--- config.mk ---
export PLATFORM = sky130hd
export DESIGN_NAME = sram_resp_out
export DESIGN_NICKNAME = d
export VERILOG_FILES = /design/src/logic/sram_pkg.sv /design/src/logic/sram_resp_out.sv
export SDC_FILE = /design/constraint.sdc
export NUM_CORES = 1
export LEC_CHECK = 0
export ABC_AREA = 1
export BUFFER_PORTS_ARGS = -buffer_cell sky130_fd_sc_hd__buf_2
export CAP_MARGIN = 20
export CORE_MARGIN = 4
export CORE_UTILIZATION = 37
export CTS_BUF_LIST = sky130_fd_sc_hd__clkbuf_8
export DETAILED_ROUTE_END_ITERATION = 12
export PLACE_DENSITY = 0.72
export SLEW_MARGIN = 25
export SYNTH_ARGS = -nofsm -noshare
export SYNTH_HDL_FRONTEND = slang
export SYNTH_SLANG_ARGS = --single-unit
--- constraint.sdc ---
create_clock -name clk -period 1.8 [get_ports clk]
set_clock_uncertainty 0.05 [all_clocks]
set_input_delay 0.09 -clock clk [delete_from_list [all_inputs] [get_ports clk]]
set_output_delay 0.09 -clock clk [all_outputs]
set_load 0.05 [all_outputs]
--- src/logic/sram_pkg.sv ---
package sram_pkg;

  // external chip geometry
  localparam int sram_addr_w = 16;
  localparam int sram_data_w = 16;
  localparam int sram_meta_w = 4;

  // response buffering and credit limit
  localparam int resp_fifo_depth = 4;
  localparam int fifo_count_w = $clog2(resp_fifo_depth + 1);
  localparam int fifo_ptr_w = $clog2(resp_fifo_depth);

  // request strobe to completion pulse, in cycles
  localparam int pad_latency = 3;

  typedef logic [sram_addr_w-1:0] sram_addr_t;
  typedef logic [sram_data_w-1:0] sram_data_t;
  typedef logic [sram_meta_w-1:0] sram_meta_t;
  typedef logic [fifo_count_w-1:0] fifo_count_t;

  typedef enum logic [1:0] {
    seq_idle,
    seq_read,
    seq_write
  } seq_state_t;

endpackage
--- src/logic/sram_resp_out.sv ---
`timescale 1ns/1ps

module sram_resp_out (
  input  logic                 clk,
  input  logic                 rst_n,
  input  logic                 fifo_empty,
  input  sram_pkg::sram_meta_t fifo_meta,
  input  logic                 fifo_last,
  input  sram_pkg::sram_data_t fifo_data,
  output logic                 fifo_pop,
  output logic                 resp_valid,
  input  logic                 resp_ready,
  output sram_pkg::sram_meta_t resp_meta,
  output logic                 resp_last,
  output sram_pkg::sram_data_t resp_rd_data
);
  import sram_pkg::*;

  logic slot_free;

  // slot is free when empty or being taken this cycle
  assign slot_free = !resp_valid || resp_ready;
  assign fifo_pop = slot_free && !fifo_empty;

  always_ff @(posedge clk) begin
    if (!rst_n) begin
      resp_valid <= 1'b0;
    end else if (slot_free) begin
      resp_valid <= !fifo_empty;
    end
  end

  always_ff @(posedge clk) begin
    if (fifo_pop) begin
      resp_meta <= fifo_meta;
      resp_last <= fifo_last;
      resp_rd_data <= fifo_data;
    end
  end

  // a stalled response keeps every field until it is taken
  assert property (@(posedge clk) disable iff (!rst_n)
    resp_valid && !resp_ready |=> resp_valid && $stable(resp_meta)
      && $stable(resp_last) && $stable(resp_rd_data));

endmodule

==> flow_results.org <==
** Worst setup path
- Across all register-to-register paths, the minimum setup slack is 0.65 ns.
- Along the worst path, the maximum fanout reaches 3.
- Crit Path Class :: reg -> out
- For the worst setup path, the data required time is 1.66 ns.
- In this run the critical register-to-register path is captured at resp_rd_data[10].
- CP Data Arrival Time :: 1.03 ns
- For the worst flop-to-flop path, the logic depth is 2.
- Worst Setup Start Kind :: register
- Worst reg2reg path startpoint :: resp_valid
- Type of destination of the critical path :: primary output

** Floorplan
- Row generation in the floorplan step produced 15 rows.
- Number of top-level pins :: 48
- Die Y :: 50.8 um
- Total core area :: 1730 um2
- In this run the horizontal extent of the chip is 50.8 um.
- The initial utilization of the core area, before any placement, comes to 39.3%.
- The die covers 2580 um2.

** Cells and area
- After the flow finishes, the layout carries non-filler instances totaling 125.
- With fillers left out, the area of the finished cells amounts to 1220 um2.
- Layout cell share with drive strength beyond 1 :: 55.0%
- At the end of the flow, the number of nets in the layout was 126.
- Fill cells :: 132
- The repair_antennas step left the layout with diodes totalling 0.
- Multi-input combinational cell area :: 31.3 um2
- Summing all flip-flop and latch instances after layout gives 651 um2.
- Syn-to-layout area delta :: 79.7%

** Power
- Psw :: 288 uW
- Pint :: 819 uW
- Share of power burned in registers :: 54.6%
- For this design the static power due to leakage is 0.000533 uW.
- In this run, the combinational gates consume 19.7% of the power.
- Net switching is 26.0% of the power.
- Cell Pwr Density :: 909 nW/um2
- Worst VDD drop :: 0.000577 V
- Clk network pwr share :: 25.8%

** Clock tree
- Clock Pin Slew Worst Setup and Hold Paths :: 0.07 ns
- Number of buffers inserted during clock tree synthesis :: 3
- In this run the clock root is driven by a sky130_fd_sc_hd__clkbuf_8.
- Post-CTS setup repair buffer count :: 0
- The clock reaches the later pin of the worst-skew pair after 0.25 ns.
- CTS tree :: done
- In this run the deepest clock path goes through 2 buffers.
- Clock tree synthesis found a total of 22 sinks.
- H-tree levels :: 1

** Placed design
- Count of input and output buffers :: 47
- At the end of routability-driven placement, the weighted congestion stood at 0.763.
- Detailed placement ended at an HPWL of 1000 um.
- Placement Setup Slack :: 0.643 ns
- In this run, placement finished with an instance count of 100.
- Area post-placement :: 963 um2

** Detailed routing
- For this run, design rule violations remaining after detail routing come to 0.
- Amount of wire on met2 after detailed routing :: 924 um
- The first detailed-routing pass took 3 iterations.
- For this block, the routed nets add up to 1550 um of wire.
- Routed signal wires occupy layers up through met4.
- After detailed routing, the number of vias per cell comes to 4.10.
- In the final routed layout, each cell accounts on average for 12.4 um.
- The detailed router finished its first iteration with 9 violations.
- Routed wl met3 :: 80 um
- Count of vias placed by the detailed router :: 513
- DRT antenna net count :: 0
- Met1 Wirelength :: 526 um

** STA
- Final WS setup :: 0.629 ns
- Post-route setup TNS :: 0 ns
- Hold Vio Cnt, Final :: 0
- For the pin with the worst max-slew slack, the measured transition is 0.254 ns.
- The number of pins exceeding their max-slew limit in the final report is 0.
- Setup repair after global routing left no endpoint under its margin.
- For this run, the top clock speed supported by timing is 854 MHz.
- Post-route clock period utilization :: 65.1%
- Setup violations remaining at the end of the flow were counted as 0.
- Remaining max-slew budget at the tightest pin :: 83.1%
- The routed design could run at a clock period as short as 1.17 ns.

** Global route
- Maximum number of pins on one net before global-route repair :: 22
- The number of global-route vias before repair came to 526.
- Global-route wire length before repair :: 2270 um
- GRT Total Usage :: 12.0%
- Antenna violations before repair :: 0
- The total overflow left after global routing is 0.

** Synth
- Counting every net in the synthesized netlist gives 52.
- Synthesis produced a netlist whose cell count is 27.
- For this run, the register share of the synthesized area comes to 95.9%.
- For this run, the number of Yosys warnings is 0.
- Flip-flop and latch count after synthesis :: 22
- The synthesized netlist occupies a cell area of 678 um2.
- Synthesized area per cell :: 25.1 um2
- The synthesized netlist contains 7 unique library cells.

** Run
- Across the run, the number of max-cap violations was 0.

** Hold path
- The worst hold path was traced through 2 stages.
- Startpoint of the lowest-slack hold path :: fifo_empty
- For hold timing, the worst endpoint is resp_valid.
- The tightest min-delay check is of the in -> reg type.

** Status
- Outcome :: finished, final reports clean
[placed cells by master (no fill, tap or decap)]
master                          netlist  final
sky130_fd_sc_hd__clkbuf_8             0      3
sky130_fd_sc_hd__dlygate4sd3_1        0     21
sky130_fd_sc_hd__inv_1                1      2
sky130_fd_sc_hd__buf_4                0      1
sky130_fd_sc_hd__inv_2                1      1
sky130_fd_sc_hd__buf_2                0     47
sky130_fd_sc_hd__dfxtp_1              1      1
sky130_fd_sc_hd__a21oi_2              1      1
sky130_fd_sc_hd__a21oi_4              0      1
sky130_fd_sc_hd__nand2_2              1      1
sky130_fd_sc_hd__edfxtp_1            21     21
[critical path, stage by stage, from the launching register on]
cell                      delay, ns
sky130_fd_sc_hd__dfxtp_1       0.35
sky130_fd_sc_hd__a21oi_4       0.15
sky130_fd_sc_hd__buf_2         0.27
[power groups by stage]
stage	sequential (uW)	clock, uW	combinational, uW
3_5_place_dp	615	0	183
4_1_cts	603	294	218
6_report	604	286	218
2_1_floorplan	720	0	19.8
3_3_place_gp	614	0	181
5_1_grt	607	315	227
[registers in the layout, indices dropped and copies added (netlist names)]
| name | count |
|---|---|
| resp_meta | 4 |
| resp_rd_data | 16 |
| resp_last | 1 |
| resp_valid | 1 |
[cell type report]
type	instances	area share (%)
clock inverter	1	0.308
multi-input combinational	3	2.57
inverter	2	0.616
sequential	22	53.4
timing repair buffer	69	37.2
clock buffer	3	3.39
tap	25	2.57
[metal layers]
layer / vias up / global-route usage (%)
met5: - / 0
met4: 0 / 5.38
met3: 2 / 2.04
met2: 21 / 23.9
met1: 242 / 11.8
li1: 248 / -
[stage by stage]
step	utilization, %	total power [uW]	hold WS, ns
final	70.6	1110	0.0136
after global placement	55.8	795	0.219
after detailed placement	55.8	798	0.219
after CTS	70.6	1120	0.0118
after global routing	70.6	1150	0.0143
after floorplan	-	739	0.122
[Yosys cell counts]
| library cell | number | area share [%] |
|---|---|---|
| sky130_fd_sc_hd__inv_2 | 1 | 0.55 |
| sky130_fd_sc_hd__edfxtp_1 | 21 | 93 |
| sky130_fd_sc_hd__inv_1 | 1 | 0.55 |
| sky130_fd_sc_hd__dfxtp_1 | 1 | 3.0 |
| sky130_fd_sc_hd__nand2_2 | 1 | 0.92 |
| sky130_fd_sc_hd__a21oi_2 | 1 | 1.3 |
| sky130_fd_sc_hd__a21oi_1 | 1 | 0.74 |
[repair_timing]
action | 4_1_cts | 5_1_grt
endpoints found under the hold margin | 21 | 0
hold buffers | 21 | 0
gates resized for setup | 0 | 0
[how the worst max path moves through the flow]
| stage | endpoint | cells past startpoint | start |
|---|---|---|---|
| floorplan | resp_last | 1 | resp_valid |
| CTS | fifo_pop | 2 | resp_valid |
| finish | fifo_pop | 2 | resp_valid |
| global placement | resp_rd_data[15] | 2 | resp_valid |
| global route | fifo_pop | 2 | resp_valid |
| detailed placement | resp_rd_data[15] | 2 | resp_valid |
[cells by family (layout without fill, tap and decap cells)]
group | count (synthesis) | after routing | share of synthesized area [%]
DFF | 22 | 22 | 95.9
buffers and inverters | 2 | 75 | 1.11
AOI/OAI and AO/OA | 2 | 2 | 2.03
and+or+nand+nor | 1 | 1 | 0.923
Note: power is estimated with default switching activity, not from simulation.
