==> src/logic/sram_pkg.sv <==
package sram_pkg;

  // external chip geometry
  localparam int sram_addr_w = 16;
  localparam int sram_data_w = 16;
  localparam int sram_meta_w = 4;

  // response buffering and credit limit
  localparam int resp_fifo_depth = 4;
  localparam int fifo_count_w = $clog2(resp_fifo_depth + 1);
  localparam int fifo_ptr_w = $clog2(resp_fifo_depth);

  // request strobe to completion pulse, in cycles
  localparam int pad_latency = 3;

  typedef logic [sram_addr_w-1:0] sram_addr_t;
  typedef logic [sram_data_w-1:0] sram_data_t;
  typedef logic [sram_meta_w-1:0] sram_meta_t;
  typedef logic [fifo_count_w-1:0] fifo_count_t;

  typedef enum logic [1:0] {
    seq_idle,
    seq_read,
    seq_write
  } seq_state_t;

endpackage
==> src/logic/sram_cmd_seq.sv <==
`timescale 1ns/1ps

module sram_cmd_seq (
  input  logic                  clk,
  input  logic                  rst_n,
  input  logic                  cmd_valid,
  input  logic                  cmd_wr_en,
  input  logic                  cmd_last,
  input  sram_pkg::sram_addr_t  cmd_addr,
  input  sram_pkg::sram_data_t  cmd_wr_data,
  input  sram_pkg::sram_meta_t  cmd_meta,
  output logic                  cmd_ready,
  output sram_pkg::sram_addr_t  pad_addr,
  output sram_pkg::sram_data_t  pad_wr_data,
  output logic                  pad_wr_en,
  output logic                  pad_oe_n,
  output logic                  pad_we_n,
  input  logic                  pad_done,
  input  sram_pkg::sram_data_t  pad_rd_data,
  input  sram_pkg::fifo_count_t fifo_count,
  output logic                  fifo_push,
  output logic                  fifo_wr_last,
  output sram_pkg::sram_meta_t  fifo_wr_meta,
  output sram_pkg::sram_data_t  fifo_wr_data
);
  import sram_pkg::*;

  seq_state_t state;
  seq_state_t state_next;

  logic accept;
  logic credit_ok;
  fifo_count_t inflight;
  logic [fifo_count_w:0] credit_used;

  // tag of the request currently on the pad strobes
  logic req_valid;
  sram_meta_t req_meta;
  logic req_last;

  // in-flight tags with the head lined up on pad_done
  logic [pad_latency-1:0] pipe_valid;
  logic [pad_latency-1:0] pipe_last;
  sram_meta_t pipe_meta [pad_latency];

  // every response in flight or queued holds one fifo slot
  assign credit_used = {1'b0, inflight} + {1'b0, fifo_count};
  assign credit_ok = credit_used < resp_fifo_depth;

  assign cmd_ready = (state == seq_idle) && credit_ok;
  assign accept = cmd_valid && cmd_ready;

  always_comb begin
    state_next = state;
    case (state)
      seq_idle: begin
        if (accept) begin
          state_next = cmd_wr_en ? seq_write : seq_read;
        end
      end
      seq_read: state_next = seq_idle;
      seq_write: state_next = seq_idle;
      default: state_next = seq_idle;
    endcase
  end

  always_ff @(posedge clk) begin
    if (!rst_n) begin
      state <= seq_idle;
    end else begin
      state <= state_next;
    end
  end

  // address, data and tag captured on acceptance
  always_ff @(posedge clk) begin
    if (accept) begin
      pad_addr <= cmd_addr;
      req_meta <= cmd_meta;
      req_last <= cmd_last;
    end
    if (accept && cmd_wr_en) begin
      pad_wr_data <= cmd_wr_data;
    end
  end

  // single cycle request strobes
  // bus enable spans the write state too
  always_ff @(posedge clk) begin
    if (!rst_n) begin
      pad_oe_n <= 1'b1;
      pad_we_n <= 1'b1;
      pad_wr_en <= 1'b0;
    end else begin
      pad_oe_n <= state_next != seq_read;
      pad_we_n <= state_next != seq_write;
      pad_wr_en <= (state_next == seq_write) || (state == seq_write);
    end
  end

  assign req_valid = !pad_oe_n || !pad_we_n;

  always_ff @(posedge clk) begin
    if (!rst_n) begin
      pipe_valid <= '0;
    end else begin
      pipe_valid <= {pipe_valid[pad_latency-2:0], req_valid};
    end
  end

  always_ff @(posedge clk) begin
    pipe_meta[0] <= req_meta;
    pipe_last <= {pipe_last[pad_latency-2:0], req_last};
    for (int i = 1; i < pad_latency; i++) begin
      pipe_meta[i] <= pipe_meta[i-1];
    end
  end

  // operations between acceptance and their fifo push
  always_ff @(posedge clk) begin
    if (!rst_n) begin
      inflight <= '0;
    end else begin
      case ({accept, pad_done})
        2'b10: inflight <= inflight + 1'b1;
        2'b01: inflight <= inflight - 1'b1;
        default: inflight <= inflight;
      endcase
    end
  end

  assign fifo_push = pad_done;
  assign fifo_wr_meta = pipe_meta[pad_latency-1];
  assign fifo_wr_last = pipe_last[pad_latency-1];
  assign fifo_wr_data = pad_rd_data;

  // a completion from the pad driver always finds its tag at the head
  assert property (@(posedge clk) disable iff (!rst_n)
    pad_done |-> pipe_valid[pad_latency-1]);

  // responses in flight and queued never outgrow the fifo
  assert property (@(posedge clk) disable iff (!rst_n)
    credit_used <= resp_fifo_depth);

endmodule

==> config.mk <==
export PLATFORM = sky130hd
export DESIGN_NAME = sram_cmd_seq
export DESIGN_NICKNAME = d
export VERILOG_FILES = /design/src/logic/sram_pkg.sv /design/src/logic/sram_cmd_seq.sv
export SDC_FILE = /design/constraint.sdc
export NUM_CORES = 1
export LEC_CHECK = 0
export BUFFER_PORTS_ARGS = -buffer_cell sky130_fd_sc_hd__clkbuf_2
export CAP_MARGIN = 30
export CELL_PAD_IN_SITES_DETAIL_PLACEMENT = 0
export CELL_PAD_IN_SITES_GLOBAL_PLACEMENT = 1
export CORE_MARGIN = 4
export CORE_UTILIZATION = 29
export DETAILED_ROUTE_END_ITERATION = 6
export GPL_ROUTABILITY_DRIVEN = 0
export MAX_ROUTING_LAYER = met4
export PLACE_DENSITY = 0.82
export SLEW_MARGIN = 10
export SYNTH_ARGS = -nofsm -noshare
export SYNTH_HDL_FRONTEND = slang
export SYNTH_SLANG_ARGS = --single-unit
export TNS_END_PERCENT = 20
==> constraint.sdc <==
create_clock -name clk -period 2.7 [get_ports clk]
set_clock_uncertainty 0.05 [all_clocks]
set_input_delay 0.54 -clock clk [delete_from_list [all_inputs] [get_ports clk]]
set_output_delay 0.54 -clock clk [all_outputs]
set_load 0.005 [all_outputs]
==> results of run 1 <==
-- layout by cell type (no fill, tap or decap) --
cell	count
clkbuf_2	86
edfxtp_1	37
dfxtp_1	23
clkbuf_8	9
inv_1	4
ha_1	3
buf_4	3
nand2_1	2
o21ai_0	2
and2_1	2
clkbuf_1	2
and3_1	1
nor4_4	1
nand4bb_4	1
nor3b_1	1
nor4b_4	1
nand2b_1	1
nor4_1	1
nor4b_1	1
o21ba_2	1
or4_1	1
or4b_1	1
xor2_1	1
or3_1	1
a21boi_0	1
xnor2_1	1
fa_1	1
clkinv_4	1
clkbuf_16	1
inv_4	1
clkinv_2	1
clkinv_1	1
-- flip-flops by register name, indices dropped and copies added (netlist names) --
register     flops
pad_wr_data     16
req_last         1
pad_addr        16
state            2
pad_oe_n         1
inflight         3
pipe_meta       12
pipe_last        3
pad_wr_en        1
req_meta         4
pad_we_n         1
-- stage by stage --
stage / setup slack, ns / hold slack [ns] / power, mW
finish: 0.315 / 0.275 / 2.35
global route: 0.162 / 0.284 / 2.51
CTS: 0.296 / 0.276 / 2.40
detailed placement: -0.00816 / 0.262 / 1.68
global placement: 0.128 / 0.260 / 1.65
floorplan: 0.0416 / 0.260 / 1.49
-- cell families after synthesis --
family,share of synthesized area
and+or+nand+nor,0.0717
buffers and inverters,0.0868
AOI/OAI and AO/OA,0.0138
DFF,0.790
adders and majority gates,0.0289
xor gates and xnor gates,0.00881
-- path summary, 6_finish.rpt --
check | end | slack, ns | depth (start not counted)
max | inflight[2] | 0.31 | 9
min | pipe_meta[0][10] | 0.28 | 0
max reg2reg | inflight[2] | 0.31 | 9
min reg2reg | pipe_meta[0][10] | 0.28 | 0
-- area by class of cell --
type	count	area, um2
Clock buffer	12	156
Fill cell	609	3930
Clock inverter	4	23.8
Multi-Input combinational cell	25	254
Timing Repair Buffer	89	453
Inverter	4	15.0
Sequential cell	60	1570
Tap cell	77	96.3
-- cells in the mapped netlist (all sizes together) --
cell type	number	share of area
edfxtp	37	0.56
dfxtp	23	0.23
buf	21	0.079
inv	4	0.0075
ha	3	0.019
and2	2	0.0063
nand2	2	0.0038
nor4	2	0.014
nor4b	2	0.012
o21ai	2	0.0050
a21boi	1	0.0038
and3	1	0.0031
fa	1	0.010
nand2b	1	0.0031
nand4bb	1	0.014
nor3b	1	0.0038
o21ba	1	0.0050
or3	1	0.0031
or4	1	0.0038
or4b	1	0.0050
xnor2	1	0.0044
xor2	1	0.0044
-- metal layers --
metal | part of all wire | GRT usage | vias to the layer above
met2 | 0.48 | 0.140 | 60
met4 | 0.024 | 0.0528 | 0
met3 | 0.12 | 0.0625 | 21
li1 | - | - | 531
met1 | 0.37 | 0.0951 | 489
met5 | 0 | - | -
-- report_power, final --
group / total (mW) / switching, mW / internal, mW / leakage (nW)
clock: 0.706 / 0.320 / 0.386 / 0.0935
sequential: 1.23 / 0.0529 / 1.17 / 0.533
combinational: 0.417 / 0.213 / 0.204 / 0.473
==> run_results.csv, run 1 <==
group,metric,value,unit
grt,globalRouteTotalUtil,0.0950,
timing,rsz0062_at_grt,"false",
drt,ant_nets,0,
grt,grt.overflow.total,0,
setup_path,critPathCaptureType,"register",
timing,slew-limit-headroom,0.785,
setup_path,worstPathMaxFanout,6,
pwr,power_leakage,1.10,nW
timing,hold_viol_final,0,
setup_path,reg2reg_from,"inflight[1]",
floorplanning,rows,29,
drt,drc,0,
logic_synthesis,syn_nets,175,
final_layout,fin_util,0.396,
setup_path,cpPeakStageDelay,0.38,ns
setup_path,required,2.89,ns
timing,fin_crit,2.39,ns
final_layout,finalNonFillerCells,271,
final_layout,diodes,0,
setup_path,crit_family,"adder cells",
floorplanning,die_y,90.8,um
logic_synthesis,yosys_register_bits,60,
setup_path,crit_chain,"ha_1, and3_1, nand4bb_4, ha_1, inv_1, fa_1, xor2_1, or3_1, a21boi_0",
floorplanning,io_pins,119,
setup_path,path_buf_inv,1,
logic_synthesis,syn_inst,110,
drt,routed-via-count,1101,
cts,cts-root-buf,"clkbuf_8",
floorplanning,start_util,0.306,
logic_synthesis,synth-seq-area-share,0.790,
drt,wl_per_cell,12.8,um
timing,fmax,0.419,GHz
setup_path,crit_start,"inflight[1]",
floorplanning,fp.coreArea,0.00649,mm2
cts,cts_buffers,9,
final_layout,postLayoutCellArea,0.00257,mm2
grt,grt_pass1_wl,5770,um
min_path,hp-class,"reg -> reg",
final_layout,areaGrowthSynthToFinish,29.2,%
grt,grt_max_degree,22,
place,postPlaceCellArea,0.00239,mm2
cts,cts_sinks,60,
grt,grt_antenna_before_repair,0,
setup_path,critPathLaunchType,"register",
timing,setup-tns-final,0,ns
floorplanning,die_w,90.8,um
timing,maxSlewViolCount,0,
place,dp_cells,255,
cts,cts_setup_buffers,0,
setup_path,critical-path-slowest-cell,"fa_1",
cts,cts_tree,"yes",
logic_synthesis,synth_area,0.00199,mm2
logic_synthesis,synth_cell_type_count,24,
final_layout,drive_above_1_share,0.546,
drt,firstDrtPassIters,4,
cts,clockBufferDepth,2,
floorplanning,fp.dieArea,0.00825,mm2
setup_path,critPathMostFrequentCell,"ha_1",
drt,wl,3470,um
cts,cts_max_level,3,
cts,clock_latency,0.32,ns
drt,drt_iter0_drc,31,
place,place_hpwl,2740,um
pwr,power.density,914,mW/mm2
timing,finalCritPeriodShare,0.883,
drt,via_per_inst,4.06,
cts,cts_hold_buffers,0,
timing,setup_violations,0,
setup_path,arrival,2.57,ns
run_status,outcome,"complete, no violations",
pwr,ir_drop,420,uV
place,port_buffers,86,
logic_synthesis,synth_area_per_cell,18.1,um2
timing,worstMarginPinSlew,0.319,ns
setup_path,crit_type,"reg -> reg",
grt,grt_pass1_vias,1206,
min_path,hold_start,"pipe_meta[0][6]",
logic_synthesis,yosysWarnings,0,
cts,postCtsResizedCells,0,
final_layout,nets,254,
flow_run,max_cap_viol_count,0,
cts,clk_pin_slew,0.06,ns
Note: power is estimated with default switching activity, not from simulation.
==> run 2, diff against run 1 <==
--- a/config.mk
+++ b/config.mk
@@ -13,7 +13,6 @@
 export CORE_UTILIZATION = 29
 export DETAILED_ROUTE_END_ITERATION = 6
 export GPL_ROUTABILITY_DRIVEN = 0
-export MAX_ROUTING_LAYER = met4
 export PLACE_DENSITY = 0.82
 export SLEW_MARGIN = 10
 export SYNTH_ARGS = -nofsm -noshare
==> run 2 against run 1 <==
Compared with the run above: fmax about the same; power up 0.22%; design area unchanged; cell count unchanged; sequential share of layout area unchanged; non-clock buffer count unchanged; global-route usage down 0.21 points; critical path type unchanged; largest power group unchanged.
==> run_results.csv, run 2 (synthesis results as in run 1) <==
group,metric,value,unit
final_layout,diodes,0,
place,postPlaceCellArea,0.00239,mm2
final_layout,finalNonFillerCells,271,
cts,cts_buffers,9,
final_layout,largest_registers,"pad_addr (16), pad_wr_data (16), pipe_meta (12)",
timing,finalCritPeriodShare,0.883,
final_layout,postLayoutCellArea,0.00257,mm2
cts,clk_pin_slew,0.06,ns
floorplanning,fp.coreArea,0.00649,mm2
setup_path,worstPathMaxFanout,6,
grt,grt_antenna_before_repair,0,
grt,grt_pass1_wl,5770,um
final_layout,n_fill_cell,609,
drt,firstDrtPassIters,4,
cts,cts_sinks,60,
drt,wl,3500,um
setup_path,arrival,2.58,ns
cts,cts_setup_buffers,0,
pwr,pwr-share-seq,0.521,
floorplanning,start_util,0.306,
pwr,p_switching,0.591,mW
timing,fmax,0.419,GHz
drt,ant_nets,0,
floorplanning,die_y,90.8,um
drt,wl_per_cell,12.9,um
cts,postCtsResizedCells,0,
timing,slew-limit-headroom,0.785,
cts,cts-root-buf,"clkbuf_8",
pwr,power_leakage,1.10,nW
drt,drt_iter0_drc,32,
final_layout,areaGrowthSynthToFinish,29.2,%
timing,hold_viol_final,0,
setup_path,crit_type,"reg -> reg",
pwr,power_frac_clock,0.302,
final_layout,final_cell_mix,"clkbuf_2, edfxtp_1, dfxtp_1, clkbuf_8, inv_1",
cts,cts_max_level,3,
setup_path,required,2.89,ns
cts,clock_latency,0.32,ns
final_layout,final_common_cell,"clkbuf_2",
timing,setup_violations,0,
drt,drc,0,
cts,cts_hold_buffers,0,
pwr,swShare,0.251,
floorplanning,io_pins,119,
min_path,hp-class,"reg -> reg",
timing,rsz0062_at_grt,"false",
flow_run,max_cap_viol_count,0,
timing,maxSlewViolCount,0,
setup_path,critPathCaptureType,"register",
grt,grt.overflow.total,0,
pwr,combPwrFrac,0.177,
pwr,p_int,1.76,mW
floorplanning,die_w,90.8,um
drt,routed-via-count,1097,
drt,via_per_inst,4.05,
timing,fin_crit,2.39,ns
place,pre_cts_ws,-0.00816,ns
floorplanning,rows,29,
final_layout,drive_above_1_share,0.546,
place,place_hpwl,2740,um
final_layout,fin_util,0.396,
setup_path,critPathLaunchType,"register",
floorplanning,fp.dieArea,0.00825,mm2
grt,globalRouteTotalUtil,0.0929,
cts,cts_tree,"yes",
place,dp_cells,255,
pwr,power.density,917,mW/mm2
timing,setup_ws,0.315,ns
timing,worstMarginPinSlew,0.320,ns
place,port_buffers,86,
grt,grt_pass1_vias,1195,
timing,whs,0.276,ns
pwr,ir_drop,420,uV
run_status,outcome,"complete, no violations",
grt,grt_max_degree,22,
cts,clockBufferDepth,2,
final_layout,nets,254,
run 2: cell counts in the layout (fill, tap and decap cells not counted):
No cell type changed its count.
run 2: area by class of cell:
class / count / area [um2] / share of cell area
Clock inverter: 4 / 23.8 / 0.00925
Clock buffer: 12 / 156 / 0.0609
Sequential cell: 60 / 1570 / 0.611
Inverter: 4 / 15.0 / 0.00584
Timing Repair Buffer: 89 / 453 / 0.176
Tap cell: 77 / 96.3 / 0.0375
Multi-Input combinational cell: 25 / 254 / 0.0988
run 2: final timing paths:
kind | startpoint | slack (ns) | cells after the start | to
worst max-delay path | inflight[1] | 0.31 | 9 | inflight[2]
worst min-delay path | pipe_meta[0][7] | 0.28 | 0 | pipe_meta[0][11]
worst max register to register | inflight[1] | 0.31 | 9 | inflight[2]
worst min register to register | pipe_meta[0][7] | 0.28 | 0 | pipe_meta[0][11]
run 2: worst max-delay path: stages, from the launching register on:
cell and delay [ns]:
dfxtp_1 0.33, ha_1 0.27, and3_1 0.17, nand4bb_4 0.19, ha_1 0.20, inv_1 0.07
fa_1 0.38, xor2_1 0.17, or3_1 0.31, a21boi_0 0.18
run 2: power by group through the flow:
| stage | registers, mW | clock network [mW] | logic (mW) |
|---|---|---|---|
| 6_report | 1.23 | 0.712 | 0.417 |
| 5_1_grt | 1.24 | 0.797 | 0.477 |
| 4_1_cts | 1.23 | 0.743 | 0.432 |
| 3_5_place_dp | 1.25 | 0 | 0.431 |
| 3_3_place_gp | 1.24 | 0 | 0.411 |
| 2_1_floorplan | 1.25 | 0 | 0.244 |
run 2: metrics by stage:
step	TNS, ns	power, mW
2_1_floorplan	0	1.49
3_3_place_gp	0	1.65
3_5_place_dp	-0.00816	1.68
4_1_cts	0	2.40
5_1_grt	0	2.52
6_report	0	2.36
run 2: layer usage:
layer  global-route usage  vias up  wire length, um
li1                     -      531                -
met1               0.0893      485             1230
met2                0.140       61             1660
met3               0.0792       20              525
met4               0.0452        0               87
met5                    0        -                0
