## src/logic/sram_pkg.sv

```systemverilog
package sram_pkg;

  // external chip geometry
  localparam int sram_addr_w = 16;
  localparam int sram_data_w = 16;
  localparam int sram_meta_w = 4;

  // response buffering and credit limit
  localparam int resp_fifo_depth = 4;
  localparam int fifo_count_w = $clog2(resp_fifo_depth + 1);
  localparam int fifo_ptr_w = $clog2(resp_fifo_depth);

  // request strobe to completion pulse, in cycles
  localparam int pad_latency = 3;

  typedef logic [sram_addr_w-1:0] sram_addr_t;
  typedef logic [sram_data_w-1:0] sram_data_t;
  typedef logic [sram_meta_w-1:0] sram_meta_t;
  typedef logic [fifo_count_w-1:0] fifo_count_t;

  typedef enum logic [1:0] {
    seq_idle,
    seq_read,
    seq_write
  } seq_state_t;

endpackage
```

## src/logic/sram_resp_fifo.sv

```systemverilog
`timescale 1ns/1ps

module sram_resp_fifo (
  input  logic                  clk,
  input  logic                  rst_n,
  input  logic                  push,
  input  sram_pkg::sram_meta_t  wr_meta,
  input  logic                  wr_last,
  input  sram_pkg::sram_data_t  wr_data,
  input  logic                  pop,
  output logic                  empty,
  output sram_pkg::fifo_count_t count,
  output sram_pkg::sram_meta_t  rd_meta,
  output logic                  rd_last,
  output sram_pkg::sram_data_t  rd_data
);
  import sram_pkg::*;

  sram_meta_t meta_mem [resp_fifo_depth];
  sram_data_t data_mem [resp_fifo_depth];
  logic [resp_fifo_depth-1:0] last_mem;

  logic [fifo_ptr_w-1:0] wr_ptr;
  logic [fifo_ptr_w-1:0] rd_ptr;
  logic full;

  // wraps at the depth, which need not be a power of two
  function automatic logic [fifo_ptr_w-1:0] ptr_inc(input logic [fifo_ptr_w-1:0] ptr);
    if (ptr == fifo_ptr_w'(resp_fifo_depth - 1)) begin
      return '0;
    end
    return ptr + 1'b1;
  endfunction

  assign empty = count == '0;
  assign full = count == fifo_count_w'(resp_fifo_depth);

  always_ff @(posedge clk) begin
    if (!rst_n) begin
      wr_ptr <= '0;
      rd_ptr <= '0;
      count <= '0;
    end else begin
      if (push) begin
        wr_ptr <= ptr_inc(wr_ptr);
      end
      if (pop) begin
        rd_ptr <= ptr_inc(rd_ptr);
      end
      case ({push, pop})
        2'b10: count <= count + 1'b1;
        2'b01: count <= count - 1'b1;
        default: count <= count;
      endcase
    end
  end

  always_ff @(posedge clk) begin
    if (push) begin
      meta_mem[wr_ptr] <= wr_meta;
      data_mem[wr_ptr] <= wr_data;
      last_mem[wr_ptr] <= wr_last;
    end
  end

  // head entry is visible without a pop
  assign rd_meta = meta_mem[rd_ptr];
  assign rd_data = data_mem[rd_ptr];
  assign rd_last = last_mem[rd_ptr];

  // the sequencer credit keeps pushes within the depth
  assert property (@(posedge clk) disable iff (!rst_n) push |-> !full);

  // the output stage only pops a present entry
  assert property (@(posedge clk) disable iff (!rst_n) pop |-> !empty);

endmodule

```

## config.mk

```make
export PLATFORM = sky130hd
export DESIGN_NAME = sram_resp_fifo
export DESIGN_NICKNAME = d
export VERILOG_FILES = /design/src/logic/sram_pkg.sv /design/src/logic/sram_resp_fifo.sv
export SDC_FILE = /design/constraint.sdc
export NUM_CORES = 1
export LEC_CHECK = 0
export BUFFER_PORTS_ARGS = -buffer_cell sky130_fd_sc_hd__buf_2
export CORE_MARGIN = 5
export CORE_UTILIZATION = 50
export DETAILED_ROUTE_END_ITERATION = 8
export GPL_ROUTABILITY_DRIVEN = 0
export PLACE_DENSITY = 0.7
export SYNTH_ARGS = -nofsm -noshare
export SYNTH_HDL_FRONTEND = slang
export SYNTH_SLANG_ARGS = --single-unit
```

## constraint.sdc

```tcl
create_clock -name clk -period 1.7 [get_ports clk]
set_input_delay 0.17 -clock clk [delete_from_list [all_inputs] [get_ports clk]]
set_output_delay 0.17 -clock clk [all_outputs]
set_load 0.01 [all_outputs]
```

==> metrics.md, run 1 <==
| Metric | Value |
|---|---|
| Worst Setup Start Kind | flip-flop |
| Setup crit end kind | output pin |
| Ports | 50 |
| Data arrival, critical path | 1.54 ns |
| Largest net degree at the start of global routing | 22 |
| Sw frac | 0.218 |
| Die H | 93.5 um |
| Number of port buffers | 49 |
| Gate power share | 0.113 |
| Layout cells sized above 1 | 0.429 |
| Max Fclk | 0.585 GHz |
| Total CTS buffers | 9 |
| Yosys warns | 0 |
| Period utilization | 1.00 |
| CTS tree | built |
| VDD IR-drop max | 458 uV |
| First-pass GRT wire length | 9.14 mm |
| CP peak stage delay | 0.53 ns |
| Mux cell area share after synthesis | 0.142 |
| Fin worst setup slack | -0.00820 ns |
| Starting DRC count in detailed routing | 101 |
| # rows | 30 |
| Min cycle time layout | 1.71 ns |
| Hold crit path type | primary input to flip-flop |
| Sequential element share of the synthesized area | 0.776 |
| WP buf/inv | 2 |
| Main combinational cell family by area after synthesis | multiplexers |
| Fin. max-slew vios | 0 |
| Longest Clk Path Bufs | 2 |
| GRT Total Usage | 0.143 |
| Setup_tns | -0.0185 ns |
| Clk slew on worst S/H paths | 0.09 ns |
| Wire per inst | 17.4 um |
| Final HPWL DP | 3.91 mm |
| Post-Route WL | 5.61 mm |
| Post-synthesis xor/xnor area fraction | 0.00503 |
| Clk sink count | 93 |
| Core area | 6790 um2 |
| Die Footprint | 8740 um2 |
| GR Overflow Total | 0 |
| Mean Syn Cell Area | 22.5 um2 |
| Vias per cell | 5.09 |
| Max Cap Viol | 0 |
| Post-CTS Setup Inserts | 0 |
| RSZ-0062 raised after global routing | yes |
| Antenna-violating nets left | 0 |
| Syn nets | 187 |
| Crit-path cells | buf_12 -> mux4_2 -> buf_6 |
| Clk Latency, worst-skew pair | 0.35 ns |
| Clock Power Share | 0.305 |
| Final clock skew | 0.00912 ns |
| Initial cell density of the core | 0.513 |
| Max stage delay cell, worst path | mux4_2 |
| PwrDens | 1080 nW/um2 |
| Fin util | 0.616 |
| Final Hold Violating Endpoints | 0 |
| Outcome | finished with violations |
| Worst Tran Pin Value | 0.319 ns |
| Simple-gate share of the synthesized area | 0.0251 |
| Cell area after synthesis | 3480 um2 |
| CTS H-tree depth | 3 |
| Synth Area in Adders | 0.0273 |
| Failing checks | negative setup slack |
| Hold_sp | wr_data[8] |
| Compound-cell area share of the yosys netlist | 0.00934 |
| Largest fanout on the critical path | 10 |
| CTS root buf | clkbuf_8 |
| # setup viols final | 3 |
| Nets | 253 |
| P&R area growth vs syn | 20.2% |
| Initial antenna violation count | 0 |
| Internal power | 3.53 mW |
| Vias in the first global route | 1840 |
| Leak | 1.47 nW |
| P_sw | 986 uW |
| Largest delay share family, worst path | multiplexers |
| Worst setup path category | flip-flop to output pin |
| R2r startpoint | count[0] |
| Diode count | 0 |
| Vias | 1639 |
| Syn Inst Count | 155 |
| Distinct cells, synth | 21 |
| Worst rel slew slack | 0.787 |
| Residual DRC | 0 |
| Die X | 93.5 um |
| Seq cells post-synth | 93 |
| Flop pwr share | 0.582 |
| TritonRoute pass-1 iters | 4 |
| Hold_buf cts | 0 |
| CP Data Required Time | 1.53 ns |
## flip-flops by register name, indices dropped and copies added (netlist names), named ones only
signal	flops
count	3
data_mem	64
last_mem	4
meta_mem	16
rd_ptr	2
wr_ptr	2
## per-layer routing
| metal | wire length (um) | vias up | track usage |
|---|---|---|---|
| li1 | - | 759 | - |
| met1 | 2180 | 826 | 0.168 |
| met2 | 3020 | 43 | 0.247 |
| met5 | 0 | - | 0 |
| met4 | 109 | 0 | 0.0586 |
| met3 | 291 | 11 | 0.0410 |
## synthesized netlist by cell type
cell type  number  area [um2]
nor2b_1         3        18.8
edfxtp_1       84        2520
nor3_1          2        10.0
xnor2_1         1        8.76
dfxtp_1         9         180
nor3b_1         1        7.51
ha_1            6        75.1
o21a_1          2        15.0
buf_2           2        10.0
mux4_2         21         473
mux2i_1         2        20.0
xor2_1          1        8.76
o21ai_0         2        10.0
nor2_1          1        3.75
fa_1            1        20.0
inv_1           6        22.5
and2_1          6        37.5
a21boi_1        1        7.51
buf_6           2        22.5
nand2_1         1        3.75
or3_1           1        6.26
## worst reg2reg max path, cell delays in order, from the launching register on
cell,delay (ns)
dfxtp_2,0.36
inv_1,0.07
fa_1,0.44
xor2_1,0.16
or3_1,0.30
a21boi_1,0.18
## cells by family after synthesis
| family | after synthesis |
|---|---|
| compound gates | 5 |
| xor+xnor | 2 |
| fa+ha+maj | 7 |
| buf+inv | 10 |
| flops | 93 |
| mux | 23 |
| simple gates | 15 |
## per-stage QoR
stage | power (mW) | worst slack (ns) | hold slack [ns] | cells | area (um2)
global placement | 3.12 | 0.0755 | 0.381 | 306 | 3920
global route | 4.73 | -0.0849 | 0.00937 | 322 | 4190
CTS | 4.55 | -0.0467 | 0.0155 | 322 | 4150
finish | 4.52 | -0.00820 | 0.0332 | 322 | 4190
floorplan | 2.95 | 0.157 | 0.269 | 155 | 3480
detailed placement | 3.16 | -0.0618 | 0.391 | 306 | 3920
## power groups by stage
| stage | Clock, mW | Combinational, mW | Sequential (mW) |
|---|---|---|---|
| 2_1_floorplan | 0 | 0.267 | 2.68 |
| 3_3_place_gp | 0 | 0.449 | 2.68 |
| 3_5_place_dp | 0 | 0.469 | 2.69 |
| 4_1_cts | 1.42 | 0.496 | 2.63 |
| 5_1_grt | 1.54 | 0.554 | 2.64 |
| 6_report | 1.38 | 0.509 | 2.63 |
## cell type report
type | count | area (um2)
Inverter | 6 | 22.5
Sequential cell | 93 | 2710
Tap cell | 96 | 120
Clock buffer | 9 | 124
Timing Repair Buffer | 59 | 420
Clock inverter | 7 | 65.1
Multi-Input combinational cell | 52 | 726
Fill cell | 472 | 2610
## layout by cell type, fill, tap and decap left out, types with 6 or more instances in the layout
| master | instances |
|---|---|
| dfxtp_1 | 7 |
| buf_6 | 12 |
| buf_2 | 37 |
| ha_1 | 6 |
| buf_4 | 8 |
| inv_1 | 6 |
| clkbuf_8 | 9 |
| edfxtp_1 | 84 |
| and2_1 | 6 |
| mux4_2 | 21 |
## final timing paths
path	slack (ns)	to	cells past startpoint
max	-0.008	rd_data[3]	3
min	0.03	data_mem[0][8]	1
max reg2reg	0.12	count[2]	5
min reg2reg	0.54	count[2]	2
## what timing repair did
item / 4_1_cts / 5_1_grt
endpoints found under the setup margin: 20 / 21
endpoints found under the hold margin: 0 / 0
gates resized for setup: 8 / 7
pin swaps: 0 / 0
Power figures use the tool's default switching activity.
==> run 2: changes to the inputs <==
--- a/config.mk
+++ b/config.mk
@@ -9,8 +9,8 @@
 export CORE_MARGIN = 5
 export CORE_UTILIZATION = 50
 export DETAILED_ROUTE_END_ITERATION = 8
-export GPL_ROUTABILITY_DRIVEN = 0
 export PLACE_DENSITY = 0.7
+export SETUP_SLACK_MARGIN = 0.15
 export SYNTH_ARGS = -nofsm -noshare
 export SYNTH_HDL_FRONTEND = slang
 export SYNTH_SLANG_ARGS = --single-unit
==> metrics.md, run 2 (synthesized netlist as in run 1, its figures left out) <==
| Metric | Value |
|---|---|
| R2r startpoint | count[0] |
| GRT Total Usage | 0.144 (+0.000702) |
| Vias per cell | 5.09 (about the same) |
| Largest register FFs | 64 (unchanged) |
| Antenna-violating nets left | 0 (unchanged) |
| Most common cell after layout, fill and taps aside | edfxtp_1 |
| Data arrival, critical path | 1.54 ns (about the same) |
| TritonRoute pass-1 iters | 4 (unchanged) |
| Fin worst setup slack | -0.00852 ns (-0.000326 ns) |
| Post-Route WL | 5.64 mm (+0.54%) |
| Hold_buf cts | 0 (unchanged) |
| Fin util | 0.620 (+0.00442) |
| CTS H-tree depth | 3 (unchanged) |
| Design Power | 4.54 mW (+0.37%) |
| Total CTS buffers | 9 (unchanged) |
| Vias in the first global route | 1848 (+0.43%) |
| Initial cell density of the core | 0.513 (unchanged) |
| Routability cong. | 0.684 |
| CTS tree | built |
| CP endpoint | rd_data[3] |
| Gate power share | 0.116 (+0.003) |
| Dpl cell area | 3920 um2 (unchanged) |
| Wire per inst | 17.4 um (about the same) |
| Worst Setup Start Kind | flip-flop |
| Critical Path Stages | 3 (unchanged) |
| Min cycle time layout | 1.71 ns (+0.000326 ns) |
| CP Data Required Time | 1.53 ns (about the same) |
| Clk Latency, worst-skew pair | 0.35 ns (about the same) |
| GR Overflow Total | 0 (unchanged) |
| FILL cells | 467 (-1.1%) |
| Internal power | 3.55 mW (+0.36%) |
| Reg-to-reg endpoint | count[2] |
| Biggest regs | data_mem: 64 flops, meta_mem: 16 flops, last_mem: 4 flops |
| Max stage delay cell, worst path | mux4_2 |
| Vias | 1648 (+0.55%) |
| Largest register by flop count | data_mem |
| Hold crit path type | primary input to flip-flop |
| Layout cells sized above 1 | 0.452 (+0.0226) |
| VDD IR-drop max | 457 uV (about the same) |
| Number of port buffers | 49 (unchanged) |
| Nets | 255 (+0.79%) |
| PwrDens | 1080 nW/um2 (-0.35%) |
| # setup viols final | 3 (unchanged) |
| Ports | 50 (unchanged) |
| Leak | 1.48 nW (+0.91%) |
| CP peak stage delay | 0.53 ns (about the same) |
| Final HPWL DP | 3.91 mm (unchanged) |
| Longest Clk Path Bufs | 2 (unchanged) |
| Setup crit end kind | output pin |
| Final Hold Violating Endpoints | 0 (unchanged) |
| Clk slew on worst S/H paths | 0.09 ns (about the same) |
| Worst-case reg-to-reg path depth | 5 (unchanged) |
| Final clock skew | 0.00920 ns (+0.0000759 ns) |
| Crit-path cells | buf_12 -> mux4_2 -> buf_6 |
| Worst rel slew slack | 0.787 (about the same) |
| Outcome | finished with violations |
| Sw frac | 0.218 (about the same) |
| Flop pwr share | 0.580 (-0.002) |
| # rows | 30 (unchanged) |
| Period utilization | 1.01 (about the same) |
| Residual DRC | 0 (unchanged) |
| Final instance area | 4220 um2 (+0.72%) |
| Commonest cells after routing, fill and taps aside | edfxtp_1 (84), buf_2 (36), mux4_2 (21) |
| Fin. max-slew vios | 0 (unchanged) |
| P&R area growth vs syn | 21.0% |
| First-pass GRT wire length | 9.18 mm (+0.45%) |
| Initial antenna violation count | 0 (unchanged) |
| Largest net degree at the start of global routing | 22 (unchanged) |
| Die X | 93.5 um (unchanged) |
| P_sw | 990 uW (+0.39%) |
| Core area | 6790 um2 (unchanged) |
| Clk sink count | 93 (unchanged) |
| Worst Tran Pin Value | 0.319 ns (-0.0000948 ns) |
| Clock Power Share | 0.304 (about the same) |
| Worst setup path category | flip-flop to output pin |
| WP buf/inv | 2 (unchanged) |
| Starting DRC count in detailed routing | 67 (-34%) |
| Max Fclk | 0.585 GHz (about the same) |
| Die Footprint | 8740 um2 (unchanged) |
| Max Cap Viol | 0 (unchanged) |
| Failing checks | negative setup slack |
| Die H | 93.5 um (unchanged) |
| Largest delay share family, worst path | multiplexers |
| Reg2reg setup slack | 0.23 ns (+0.11 ns) |
| Diode count | 0 (unchanged) |
| RSZ-0062 raised after global routing | yes |
| CTS root buf | clkbuf_8 |
| Largest fanout on the critical path | 10 (unchanged) |
-- run 2: cell types whose count changed in the layout (fill, tap and decap cells not counted) --
cell      before  now
buf_4          8   10
dfxtp_1        7    5
dfxtp_2        1    3
a21boi_1       1    0
a21boi_2       0    1
buf_2         37   36
buf_6         12   13
fa_1           1    0
fa_2           0    1
-- run 2: final cells by class --
class	instances	area, um2	area share
timing repair buffer	61	442	0.105
sequential	93	2710	0.643
tap	96	120	0.0285
clock inverter	7	65.1	0.0154
inverter	6	22.5	0.00534
multi-input combinational	52	732	0.174
clock buffer	9	124	0.0294
-- run 2: worst register-to-register path, stage by stage, from the launching register on --
cell and delay (ns):
dfxtp_2 0.34, inv_1 0.06, fa_2 0.38, xor2_1 0.15
or3_1 0.32, a21boi_2 0.15
-- run 2: power by group through the flow --
| stage | Sequential, mW | Combinational, mW | Clock [mW] |
|---|---|---|---|
| 2_1_floorplan | 2.68 | 0.267 | 0 |
| 3_3_place_gp | 2.68 | 0.449 | 0 |
| 3_5_place_dp | 2.69 | 0.469 | 0 |
| 4_1_cts | 2.63 | 0.509 | 1.42 |
| 5_1_grt | 2.64 | 0.576 | 1.54 |
| 6_report | 2.63 | 0.528 | 1.38 |
-- run 2: how the worst min path moves through the flow --
stage	slack [ns]	start	depth (start not counted)	end
5_1_grt	0.009	wr_data[5]	1	data_mem[3][5]
2_1_floorplan	0.27	wr_data[0]	0	data_mem[0][0]
4_1_cts	0.02	wr_data[5]	1	data_mem[3][5]
3_5_place_dp	0.39	wr_data[10]	1	data_mem[1][10]
6_report	0.03	wr_data[8]	1	data_mem[0][8]
3_3_place_gp	0.38	wr_data[1]	1	data_mem[0][1]
-- run 2: routing by layer --
| metal | part of all wire | global-route usage | vias to the layer above | wire [um] |
|---|---|---|---|---|
| li1 | - | - | 765 | - |
| met4 | 0.020 | 0.0586 | 0 | 111 |
| met3 | 0.051 | 0.0410 | 11 | 287 |
| met2 | 0.54 | 0.248 | 41 | 3050 |
| met1 | 0.39 | 0.169 | 831 | 2190 |
| met5 | 0 | 0 | - | 0 |
-- run 2: repair_timing --
| action | in CTS | in global routing |
|---|---|---|
| endpoints found under the setup margin | 22 | 22 |
| gates resized for setup | 12 | 8 |
| setup buffers | 2 | 0 |
-- run 2: metrics by stage --
| stage | hold WS, ns | cells | setup slack [ns] | setup TNS [ns] |
|---|---|---|---|---|
| floorplan | 0.269 | 155 | 0.157 | 0 |
| global placement | 0.381 | 306 | 0.0755 | 0 |
| detailed placement | 0.391 | 306 | -0.0618 | -0.0618 |
| CTS | 0.0155 | 324 | -0.0467 | -0.302 |
| global route | 0.00937 | 324 | -0.0849 | -1.11 |
| finish | 0.0328 | 324 | -0.00852 | -0.0195 |
